<file path="src/common/recorder_cfg.svh">
`ifndef RECORDER_CFG_SVH
`define RECORDER_CFG_SVH

////////////////////////////////////////////////////////////
// Memory layout
////////////////////////////////////////////////////////////

// Record address width, sized for the full RAM
`define REC_ADDR_W 26

// Number of message slots
`define REC_TRACKS 5

// Words per region, kept small for simulation
// Full-size build uses 'h333333
`define REC_TRACK_WORDS 64

// Volume setting width
`define REC_VOL_W 3

////////////////////////////////////////////////////////////
// Keypad timing
////////////////////////////////////////////////////////////

// System cycles per debounce tick
`define KEY_TICK_DIV 4

// Ticks a line must hold a new level before it is accepted
`define KEY_STABLE_TICKS 3

`endif

</file>
<file path="src/common/recorder_pkg.sv">
`default_nettype none

`include "recorder_cfg.svh"

package recorder_pkg;

	// Decoded keypad key
	typedef enum logic [3:0] {
		KEY_NONE = 4'd0,
		KEY_0    = 4'd1,
		KEY_1    = 4'd2,
		KEY_2    = 4'd3,
		KEY_3    = 4'd4,
		KEY_4    = 4'd5,
		KEY_5    = 4'd6,
		KEY_6    = 4'd7,
		KEY_A    = 4'd8,
		KEY_B    = 4'd9
	} kp_key_t;

	// Raw or debounced keypad lines, active high
	typedef struct packed {
		logic [3:0] rows;
		logic [3:0] cols;
	} kp_lines_t;

	// One-cycle key press event
	typedef struct packed {
		logic    valid;
		kp_key_t key;
	} key_evt_t;

	// Menu states
	typedef enum logic [3:0] {
		ST_INIT      = 4'd0,
		ST_MENU      = 4'd1,
		ST_PLAY_MENU = 4'd2,
		ST_PLAY      = 4'd3,
		ST_REC_INIT  = 4'd4,
		ST_DEL_MENU  = 4'd5,
		ST_DEL       = 4'd6,
		ST_DEL_ALL   = 4'd7,
		ST_MEM_FULL  = 4'd8,
		ST_VOLUME    = 4'd9,
		ST_VOL_UP    = 4'd10,
		ST_VOL_DOWN  = 4'd11,
		ST_RECORD    = 4'd12,
		ST_REC_END   = 4'd13
	} menu_state_t;

	// Slot index 0 to 4
	typedef logic [2:0] slot_t;

	// Track table operations
	typedef enum logic [2:0] {
		OP_NONE       = 3'd0,
		OP_ALLOC      = 3'd1,
		OP_CLOSE      = 3'd2,
		OP_DELETE     = 3'd3,
		OP_DELETE_ALL = 3'd4
	} track_op_t;

	typedef struct packed {
		track_op_t             op;
		slot_t                 slot;
		logic [`REC_ADDR_W-1:0] end_addr;
	} track_cmd_t;

	// Region and contents of the selected slot
	typedef struct packed {
		logic                  valid;
		logic [`REC_ADDR_W-1:0] base;
		logic [`REC_ADDR_W-1:0] limit;
		logic [`REC_ADDR_W-1:0] end_addr;
	} track_info_t;

	typedef struct packed {
		logic                  full;
		slot_t                 free_slot;
		logic [`REC_TRACKS-1:0] valid_mask;
	} track_status_t;

	// Playback request toward the audio path
	typedef struct packed {
		logic                  valid;
		slot_t                 slot;
		logic [`REC_ADDR_W-1:0] base;
		logic [`REC_ADDR_W-1:0] end_addr;
	} play_cmd_t;

endpackage

`default_nettype wire

</file>
<file path="src/keypad/key_decoder.sv">
`timescale 1ns/1ps
`default_nettype none

module key_decoder (
	input  wire logic                      pb_clk,
	input  wire logic                      pb_reset,
	input  wire recorder_pkg::kp_lines_t   lines,
	output recorder_pkg::key_evt_t         key_evt
);

	recorder_pkg::kp_key_t cur_key;
	recorder_pkg::kp_key_t prev_key;

	// True when exactly one bit is set
	function automatic logic is_onehot(input logic [3:0] v);
		return (v != 4'd0) && ((v & (v - 4'd1)) == 4'd0);
	endfunction

	// Row/column position to key code
	// Ghosted or partial patterns fall to KEY_NONE
	always_comb begin
		cur_key = recorder_pkg::KEY_NONE;
		if (is_onehot(lines.rows) && is_onehot(lines.cols)) begin
			case ({lines.rows, lines.cols})
				// Row 0
				8'b0001_0001: cur_key = recorder_pkg::KEY_1;
				8'b0001_0010: cur_key = recorder_pkg::KEY_2;
				8'b0001_0100: cur_key = recorder_pkg::KEY_3;
				8'b0001_1000: cur_key = recorder_pkg::KEY_A;
				// Row 1
				8'b0010_0001: cur_key = recorder_pkg::KEY_4;
				8'b0010_0010: cur_key = recorder_pkg::KEY_5;
				8'b0010_0100: cur_key = recorder_pkg::KEY_6;
				8'b0010_1000: cur_key = recorder_pkg::KEY_B;
				// Row 3, col 0
				8'b1000_0001: cur_key = recorder_pkg::KEY_0;
				default:      cur_key = recorder_pkg::KEY_NONE;
			endcase
		end
	end

	// Edge detect on the decoded key, one event per press
	always_ff @(posedge pb_clk or posedge pb_reset) begin
		if (pb_reset) begin
			prev_key <= recorder_pkg::KEY_NONE;
			key_evt  <= '0;
		end else begin
			prev_key      <= cur_key;
			key_evt.valid <= (cur_key != recorder_pkg::KEY_NONE) &&
			                 (prev_key == recorder_pkg::KEY_NONE);
			key_evt.key   <= cur_key;
		end
	end

endmodule

`default_nettype wire

</file>
<file path="src/keypad/keypad_debounce.sv">
`timescale 1ns/1ps
`default_nettype none

`include "recorder_cfg.svh"

module keypad_debounce (
	input  wire logic                      pb_clk,
	input  wire logic                      pb_reset,
	input  wire recorder_pkg::kp_lines_t   raw,
	output recorder_pkg::kp_lines_t        clean
);

	localparam int NLINES = $bits(recorder_pkg::kp_lines_t);
	localparam int TICK_W = (`KEY_TICK_DIV > 1) ? $clog2(`KEY_TICK_DIV) : 1;
	localparam int STAB_W = $clog2(`KEY_STABLE_TICKS + 1);

	logic [TICK_W-1:0] tick_cnt;
	logic              tick;
	logic [NLINES-1:0] raw_bits;
	logic [NLINES-1:0] clean_q;
	logic [STAB_W-1:0] stab_cnt [NLINES];

	// Flatten rows and cols so each line is handled alike
	assign raw_bits = raw;
	assign clean    = clean_q;

	// Sample strobe once every KEY_TICK_DIV cycles
	assign tick = (tick_cnt == TICK_W'(`KEY_TICK_DIV - 1));

	always_ff @(posedge pb_clk or posedge pb_reset) begin
		if (pb_reset) begin
			tick_cnt <= '0;
		end else if (tick) begin
			tick_cnt <= '0;
		end else begin
			tick_cnt <= tick_cnt + 1'b1;
		end
	end

	////////////////////////////////////////////////////////////
	// Per-line stability counters
	////////////////////////////////////////////////////////////

	always_ff @(posedge pb_clk or posedge pb_reset) begin
		if (pb_reset) begin
			clean_q <= '0;
			for (int i = 0; i < NLINES; i++) begin
				stab_cnt[i] <= '0;
			end
		end else begin
			for (int i = 0; i < NLINES; i++) begin
				// Input agrees with output, nothing pending
				if (raw_bits[i] == clean_q[i]) begin
					stab_cnt[i] <= '0;
				end else if (tick) begin
					// Last required tick at the new level
					if (stab_cnt[i] == STAB_W'(`KEY_STABLE_TICKS - 1)) begin
						clean_q[i]  <= raw_bits[i];
						stab_cnt[i] <= '0;
					end else begin
						stab_cnt[i] <= stab_cnt[i] + 1'b1;
					end
				end
			end
		end
	end

endmodule

`default_nettype wire

</file>
<file path="src/menu_fsm.sv">
`timescale 1ns/1ps
`default_nettype none

`include "recorder_cfg.svh"

module menu_fsm (
	input  wire logic                        pb_clk,
	input  wire logic                        pb_reset,
	input  wire recorder_pkg::key_evt_t      key_evt,
	input  wire logic                        sample_tick,
	input  wire recorder_pkg::track_info_t   sel_info,
	input  wire recorder_pkg::track_status_t status,
	output recorder_pkg::track_cmd_t         track_cmd,
	output recorder_pkg::slot_t              sel_slot,
	output recorder_pkg::menu_state_t        state,
	output logic [`REC_VOL_W-1:0]            volume,
	output logic [`REC_ADDR_W-1:0]           rec_addr,
	output logic                             recording,
	output recorder_pkg::play_cmd_t          play_cmd
);

	recorder_pkg::slot_t   slot_q;
	recorder_pkg::kp_key_t key;
	logic                  evt;
	logic                  stop_key;
	logic [`REC_ADDR_W-1:0] next_addr;
	logic                  at_limit;

	// Keys 1 to 5 pick a slot
	function automatic logic is_slot_key(input recorder_pkg::kp_key_t k);
		return (k >= recorder_pkg::KEY_1) && (k <= recorder_pkg::KEY_5);
	endfunction

	function automatic recorder_pkg::slot_t key_slot(input recorder_pkg::kp_key_t k);
		return recorder_pkg::slot_t'(k - recorder_pkg::KEY_1);
	endfunction

	assign evt       = key_evt.valid;
	assign key       = key_evt.key;
	assign stop_key  = evt && (key == recorder_pkg::KEY_0);
	assign next_addr = rec_addr + 1'b1;
	assign at_limit  = (next_addr >= sel_info.limit);
	assign recording = (state == recorder_pkg::ST_RECORD);

	// While allocating, look at the slot about to be taken
	assign sel_slot = (state == recorder_pkg::ST_REC_INIT) ? status.free_slot : slot_q;

	////////////////////////////////////////////////////////////
	// State register, address counter and volume
	////////////////////////////////////////////////////////////

	always_ff @(posedge pb_clk or posedge pb_reset) begin
		if (pb_reset) begin
			state    <= recorder_pkg::ST_INIT;
			slot_q   <= '0;
			volume   <= '0;
			rec_addr <= '0;
		end else begin
			case (state)
				recorder_pkg::ST_INIT: state <= recorder_pkg::ST_MENU;
				// Top-level menu selection
				recorder_pkg::ST_MENU: begin
					if (evt) begin
						case (key)
							recorder_pkg::KEY_1: state <= recorder_pkg::ST_PLAY_MENU;
							recorder_pkg::KEY_2: state <= recorder_pkg::ST_REC_INIT;
							recorder_pkg::KEY_3: state <= recorder_pkg::ST_DEL_MENU;
							recorder_pkg::KEY_4: state <= recorder_pkg::ST_DEL_ALL;
							recorder_pkg::KEY_5: state <= recorder_pkg::ST_VOLUME;
							default: begin
							end
						endcase
					end
				end
				// Slot pickers share one key map
				recorder_pkg::ST_PLAY_MENU, recorder_pkg::ST_DEL_MENU: begin
					if (evt && is_slot_key(key)) begin
						slot_q <= key_slot(key);
						state  <= (state == recorder_pkg::ST_PLAY_MENU) ?
						          recorder_pkg::ST_PLAY : recorder_pkg::ST_DEL;
					end else if (stop_key) begin
						state <= recorder_pkg::ST_MENU;
					end
				end
				// Find a free region or report full
				recorder_pkg::ST_REC_INIT: begin
					if (status.full) begin
						state <= recorder_pkg::ST_MEM_FULL;
					end else begin
						slot_q   <= status.free_slot;
						rec_addr <= sel_info.base;
						state    <= recorder_pkg::ST_RECORD;
					end
				end
				// One word per sample, stop on key 0 or end of region
				recorder_pkg::ST_RECORD: begin
					if (sample_tick) begin
						rec_addr <= next_addr;
					end
					if (stop_key || (sample_tick && at_limit)) begin
						state <= recorder_pkg::ST_REC_END;
					end
				end
				recorder_pkg::ST_VOLUME: begin
					if (evt && key == recorder_pkg::KEY_A) begin
						state <= recorder_pkg::ST_VOL_UP;
					end else if (evt && key == recorder_pkg::KEY_B) begin
						state <= recorder_pkg::ST_VOL_DOWN;
					end else if (stop_key) begin
						state <= recorder_pkg::ST_MENU;
					end
				end
				// Saturate at the top
				recorder_pkg::ST_VOL_UP: begin
					if (volume != '1) begin
						volume <= volume + 1'b1;
					end
					state <= recorder_pkg::ST_VOLUME;
				end
				// Saturate at zero
				recorder_pkg::ST_VOL_DOWN: begin
					if (volume != '0) begin
						volume <= volume - 1'b1;
					end
					state <= recorder_pkg::ST_VOLUME;
				end
				// Single-cycle actions all fall back to the menu
				default: state <= recorder_pkg::ST_MENU;
			endcase
		end
	end

	////////////////////////////////////////////////////////////
	// Track table commands and play request
	////////////////////////////////////////////////////////////

	always_comb begin
		track_cmd.op       = recorder_pkg::OP_NONE;
		track_cmd.slot     = slot_q;
		track_cmd.end_addr = rec_addr;
		case (state)
			recorder_pkg::ST_REC_INIT: begin
				if (!status.full) begin
					track_cmd.op   = recorder_pkg::OP_ALLOC;
					track_cmd.slot = status.free_slot;
				end
			end
			recorder_pkg::ST_REC_END: track_cmd.op = recorder_pkg::OP_CLOSE;
			recorder_pkg::ST_DEL:     track_cmd.op = recorder_pkg::OP_DELETE;
			recorder_pkg::ST_DEL_ALL: track_cmd.op = recorder_pkg::OP_DELETE_ALL;
			default: begin
			end
		endcase
	end

	// Empty slot passes through ST_PLAY silently
	always_comb begin
		play_cmd.valid    = (state == recorder_pkg::ST_PLAY) && sel_info.valid;
		play_cmd.slot     = slot_q;
		play_cmd.base     = sel_info.base;
		play_cmd.end_addr = sel_info.end_addr;
	end

endmodule

`default_nettype wire

</file>
<file path="src/track_table.sv">
`timescale 1ns/1ps
`default_nettype none

`include "recorder_cfg.svh"

module track_table (
	input  wire logic                       pb_clk,
	input  wire logic                       pb_reset,
	input  wire recorder_pkg::track_cmd_t   cmd,
	input  wire recorder_pkg::slot_t        sel_slot,
	output recorder_pkg::track_info_t       sel_info,
	output recorder_pkg::track_status_t     status
);

	localparam int N  = `REC_TRACKS;
	localparam int AW = `REC_ADDR_W;

	logic [N-1:0]  valid_q;
	logic [AW-1:0] end_q [N];
	logic          cmd_ok;
	logic          sel_ok;
	logic [AW-1:0] sel_base;

	// Fixed region start for a slot
	function automatic logic [AW-1:0] slot_base(input recorder_pkg::slot_t s);
		return AW'(s) * AW'(`REC_TRACK_WORDS);
	endfunction

	// Slot indices 5 to 7 do not exist
	assign cmd_ok   = (cmd.slot < recorder_pkg::slot_t'(N));
	assign sel_ok   = (sel_slot < recorder_pkg::slot_t'(N));
	assign sel_base = slot_base(sel_slot);

	////////////////////////////////////////////////////////////
	// Command execution
	////////////////////////////////////////////////////////////

	// Valid bits
	always_ff @(posedge pb_clk or posedge pb_reset) begin
		if (pb_reset) begin
			valid_q <= '0;
		end else begin
			case (cmd.op)
				recorder_pkg::OP_ALLOC: begin
					if (cmd_ok) begin
						valid_q[cmd.slot] <= 1'b1;
					end
				end
				recorder_pkg::OP_DELETE: begin
					if (cmd_ok) begin
						valid_q[cmd.slot] <= 1'b0;
					end
				end
				recorder_pkg::OP_DELETE_ALL: begin
					valid_q <= '0;
				end
				default: begin
				end
			endcase
		end
	end

	// Stored end addresses, only meaningful while the slot is valid
	always_ff @(posedge pb_clk) begin
		if (cmd.op == recorder_pkg::OP_CLOSE && cmd_ok) begin
			end_q[cmd.slot] <= cmd.end_addr;
		end
	end

	////////////////////////////////////////////////////////////
	// Lookup and status
	////////////////////////////////////////////////////////////

	always_comb begin
		sel_info.valid    = sel_ok ? valid_q[sel_slot] : 1'b0;
		sel_info.base     = sel_base;
		// Last word of the region
		sel_info.limit    = sel_base + AW'(`REC_TRACK_WORDS - 1);
		sel_info.end_addr = sel_ok ? end_q[sel_slot] : '0;
	end

	always_comb begin
		status.full       = &valid_q;
		status.valid_mask = valid_q;
		// Scan downward so the lowest free slot wins
		status.free_slot  = '0;
		for (int k = N - 1; k >= 0; k--) begin
			if (!valid_q[k]) begin
				status.free_slot = recorder_pkg::slot_t'(k);
			end
		end
	end

endmodule

`default_nettype wire

</file>
<file path="src/voice_recorder_top.sv">
`timescale 1ns/1ps
`default_nettype none

`include "recorder_cfg.svh"

module voice_recorder_top (
	input  wire logic                      pb_clk,
	input  wire logic                      pb_reset,
	input  wire recorder_pkg::kp_lines_t   kypd_lines,
	input  wire logic                      sample_tick,
	output recorder_pkg::menu_state_t      state_code,
	output logic [`REC_VOL_W-1:0]          volume,
	output logic [`REC_ADDR_W-1:0]         rec_addr,
	output logic                           recording,
	output logic                           mem_full,
	output logic [`REC_TRACKS-1:0]         track_valid,
	output recorder_pkg::play_cmd_t        play_cmd
);

	recorder_pkg::kp_lines_t     clean_lines;
	recorder_pkg::key_evt_t      key_evt;
	recorder_pkg::track_cmd_t    track_cmd;
	recorder_pkg::slot_t         sel_slot;
	recorder_pkg::track_info_t   sel_info;
	recorder_pkg::track_status_t status;

	// Status flags straight from the table
	assign mem_full    = status.full;
	assign track_valid = status.valid_mask;

	// Keypad front end
	keypad_debounce u_debounce (
		.pb_clk   (pb_clk),
		.pb_reset (pb_reset),
		.raw      (kypd_lines),
		.clean    (clean_lines)
	);

	key_decoder u_decoder (
		.pb_clk   (pb_clk),
		.pb_reset (pb_reset),
		.lines    (clean_lines),
		.key_evt  (key_evt)
	);

	// Menu control and slot bookkeeping
	menu_fsm u_menu (
		.pb_clk      (pb_clk),
		.pb_reset    (pb_reset),
		.key_evt     (key_evt),
		.sample_tick (sample_tick),
		.sel_info    (sel_info),
		.status      (status),
		.track_cmd   (track_cmd),
		.sel_slot    (sel_slot),
		.state       (state_code),
		.volume      (volume),
		.rec_addr    (rec_addr),
		.recording   (recording),
		.play_cmd    (play_cmd)
	);

	track_table u_tracks (
		.pb_clk   (pb_clk),
		.pb_reset (pb_reset),
		.cmd      (track_cmd),
		.sel_slot (sel_slot),
		.sel_info (sel_info),
		.status   (status)
	);

endmodule

`default_nettype wire
</file>
<file path="config.mk">
export PLATFORM = sky130hd
export DESIGN_NAME = voice_recorder_top
export DESIGN_NICKNAME = d
export VERILOG_FILES = /design/src/common/recorder_pkg.sv /design/src/keypad/key_decoder.sv /design/src/keypad/keypad_debounce.sv /design/src/menu_fsm.sv /design/src/track_table.sv /design/src/voice_recorder_top.sv
export VERILOG_INCLUDE_DIRS = /design/src /design/src/common
export SDC_FILE = /design/constraint.sdc
export NUM_CORES = 1
export LEC_CHECK = 0
export BUFFER_PORTS_ARGS = -buffer_cell sky130_fd_sc_hd__buf_2
export CAP_MARGIN = 30
export CORE_MARGIN = 1
export CORE_UTILIZATION = 59
export CTS_CLUSTER_DIAMETER = 30
export DETAILED_ROUTE_END_ITERATION = 10
export PLACE_DENSITY = 0.83
export RECOVER_POWER = 25
export SYNTH_ARGS = -nofsm -noshare
export SYNTH_HDL_FRONTEND = slang
export SYNTH_SLANG_ARGS = --single-unit
export TNS_END_PERCENT = 100
</file>
<file path="constraint.sdc">
create_clock -name pb_clk -period 4.9 [get_ports pb_clk]
set_input_delay 0.245 -clock pb_clk [delete_from_list [all_inputs] [get_ports pb_clk]]
set_output_delay 0.245 -clock pb_clk [all_outputs]
set_load 0.01 [all_outputs]
</file>
==> metrics list <==
- The tree is rooted in a clkbuf_16.
- Worst slew pin tran: 2.91 ns
- The average instance in the mapped netlist occupies 12.2 µm².
- In this run the most critical hold path is launched from kypd_lines[2].
* Worst hold path cell count: 2
* Floorplan Core Area: 16100 µm²
- Fin area: around 12000 µm²
* Number of iterations in the first detailed-routing pass: 6
* Share of the yosys chip area belonging to registers: 58.3%
* Most used flip-flop cell after synthesis: edfxtp_1
* Die area: 17100 µm²
- Floorplan die height: roughly 130 µm
- Deepest clock path buffer count: 3
- Destination of the worst hold path: u_debounce.clean[2]
- The setup check on the worst reg-to-reg path leaves a slack of 1.33 ns.
- After detailed placement, the total cell area comes to 10200 µm².
* Top fanout value on the critical path: 20
- The final-report max-slew violation count was 64.
- Post-CTS repair changed the size of 0 cells.
* Deepest level of the CTS H-tree: 2
* Synthesized area: between 9000 and 10000 µm²
- Across the whole layout, storage elements account for 5710 µm².
- The worst path uses 83.1% of the clock period.
* Final critical delay including setup and external delays: 4.07 ns
- For this run, the share of the core covered by cells in the final layout is between 70% and 80%.
- Insertion delay to the later sink of the worst-skew pair: ~0.50 ns
- Leakage power: 0.00466 µW
- Between clock sinks in the finished design, the worst skew comes to about 0.016 ns.
- Std-Cell Rows: 46
* Number of enable-type register cells in the synthesized netlist: 130
- R2r endpoint: u_menu.state[0]
- In this run the horizontal extent of the chip is 131 µm.
- Post-DP HPWL: roughly 13 mm
- Counting every sink on the clock net gives 202.
* Peak supply drop: 348 µV
* Normalized max-slew margin: -94.1%
- Number of filler instances in the final layout: slightly above 1000
- F_max: 0.245 GHz
* Syn-to-layout area delta: 18.5%
- MaxCap Viol Count: 1
* Setup TNS: 0 ns
- The detailed router finished its first iteration with 572 violations.
- Final hold violation count: 0
* PortBufs: 83
* First-pass GRT wire length: 33.5 mm
- Classification of the worst-slack hold path: in2reg
- Most frequent standard cell in the layout excluding fill and tap cells: edfxtp_1
- Setup repair after global routing left no endpoint under its margin.
- For this block, wires on met1 add up to approximately 8.6 mm.
- The total overflow left after global routing is 0.
- The post-route netlist has 22.6% of its cells at a drive strength greater than 1.
- Synthesis handed over a netlist of 802 instances.
- Unique cell type count in the Yosys netlist: 75
- Hold Worst Slack: 0.0246 ns
* Post-DRT Antenna Nets: 0
* Uppermost metal layer occupied by signal nets: met4
- Ratio of total power to cell area: 401 nW/µm²
* Vias in the first global route: 6549
* Result of the run: finished, violations left
- Synth warn: 0
* Startpoint type of the worst setup path: flip-flop
- After synthesis, the largest area contributor takes up about two fifths of total cell area.
- Worst setup path class: reg2out
* Clock transition at path regs: approximately 0.050 ns
- NumNets Final: 911
- Met3 WL post-DR: about 1.3 mm
- Using the TritonRoute via totals, the vias-per-cell ratio works out to approximately 6.1.
* Vias after detailed routing: 6941
- RR Startpoint: u_menu.state[0]
* Clock tree from TritonCTS: built
* Area leader, netlist: edfxtp_1
- STA classifies the critical path endpoint as a primary output.
- Routability-driven placement finished with a final weighted congestion of 0.866.
- Data required time at the worst endpoint: 4.66 ns
- The library cells used most frequently in the layout, excluding fill and tap cells, are 130 x edfxtp_1, 83 x buf_2, 72 x dfrtp_1, 55 x nand2_1, 52 x nor2_1.
- Share of flip-flops with an asynchronous set or reset: between 30% and 40%
- Sorting the synthesized cells by area gives the leading types as edfxtp_1 40%, dfrtp_1 18%, mux4_2 6.0%.
* Failing checks: capacitance limit, slew limit
* Final setup fails: 0
- In this run, placement finished with an instance count of 1058.
- STA puts the critical path data arrival time at 3.83 ns.
- Pin count of the biggest net entering global routing: 73
* Boundary Pins: ~110
* Detailed-route DRC error count: 0
* Total Routed Length: 21.5 mm
- Antenna diode count: 0
- GR Util All Layers: 25.9%
- Area of the multi-input gates: 3660 µm²
- Number of synthesized register bits: 202
- Number of antenna violations at the first check in global routing: 0
- For this configuration, the core starts out at a cell density of 60.9%.
* Met2 routed WL: 10.9 mm
- In the final routed layout, each cell accounts on average for 18.9 µm.
- Excluding fillers, the count of instances in the completed layout stands at 1135.
* Number of buffers inserted during clock tree synthesis: 38
* Number of cell instances on the worst register-to-register path: 10
## timing repair
| item | CTS | global route |
|---|---|---|
| hold buffers | 7 | 1 |
| buffers inserted | 0 | 0 |
| setup endpoints to repair | 0 | 0 |
| hold endpoints to repair | 7 | 9 |
## flip-flops by register name (all words and copies together) (netlist names)
register	flops
u_menu.slot_q	3
u_debounce.stab_cnt	16
u_debounce.clean	8
u_debounce.tick_cnt	2
u_tracks.end_q	130
u_menu.rec_addr	26
u_menu.volume	3
u_tracks.valid_q	5
u_decoder.key_evt	5
u_menu.state	4
## critical path, cell delays in order (launching register included)
cell and delay (ns):
dfrtp_1 0.59, nor4b_2 0.79, o211ai_2 0.29, nand2_4 0.26
buf_4 0.42, mux4_2 0.59, a22o_1 0.24, buf_2 0.13
## worst max-delay path by stage
stage	start	to	slack, ns	cells after the start
after floorplan	u_menu.state[0]	u_tracks.end_q[0][0]	0.97	6
after global placement	u_menu.state[0]	play_cmd[24]	1.48	7
after detailed placement	u_menu.state[0]	play_cmd[24]	1.38	7
after CTS	u_menu.state[0]	play_cmd[24]	0.81	7
after global routing	pb_reset	u_menu.state[3]	0.38	5
final	u_menu.state[0]	play_cmd[24]	0.83	7
## metrics by stage
step	setup WS, ns	power, µW
2_1_floorplan	0.971	2060
3_3_place_gp	1.48	2100
3_5_place_dp	1.38	2100
4_1_cts	0.810	4690
5_1_grt	0.381	4800
6_report	0.826	4650
## routing by layer
layer  track usage, %  vias to the layer above
met1             32.5                     3381
met3             5.33                       65
met5                0                        -
li1                 -                     3196
met4             10.9                        0
met2             44.0                      299
## cell families after synthesis
| logic type | after synthesis | share of synthesized area (%) |
|---|---|---|
| simple gates | 255 | 14.0 |
| other cells | 1 | 0.0383 |
| flops | 202 | 58.3 |
| fa+ha+maj | 9 | 1.23 |
| mux | 35 | 7.01 |
| compound gates | 179 | 12.2 |
| buf+inv | 99 | 5.27 |
| xor+xnor | 22 | 1.97 |
## cell usage after synthesis, types with 3 or more instances
master	instances
and3_1	9
buf_2	5
a21oi_1	34
inv_1	22
mux2_2	8
o41ai_1	4
nand2_1	55
o21ai_1	3
and4_1	4
buf_4	25
nand3b_1	13
a31oi_1	8
nand3_1	25
nor3_1	22
nor2b_1	10
nor3b_1	4
nor2_1	55
a22oi_1	7
nand2b_1	8
mux4_2	26
edfxtp_1	130
a21o_1	3
a22o_1	28
buf_1	4
xnor2_1	15
ha_1	8
o211ai_1	7
xor2_1	7
nand4_1	17
dfrtp_1	72
or4_1	4
and2_1	4
o21ai_0	50
o31ai_1	10
clkbuf_1	38
nor4_1	8
o2111ai_1	3
## report_power, final
part	switching, µW	internal [µW]	total [µW]
combinational	112	80.2	192
sequential	60.5	1830	1890
clock	838	1730	2560
## cell type report
cell class	instances	share of cell area, %
Timing Repair Buffer	104	5.13
Multi-Input combinational cell	523	31.6
Clock buffer	41	8.57
Tap cell	216	2.33
Sequential cell	202	49.2
Inverter	22	0.712
Clock inverter	27	2.45
Note: power is estimated with default switching activity, not from simulation.
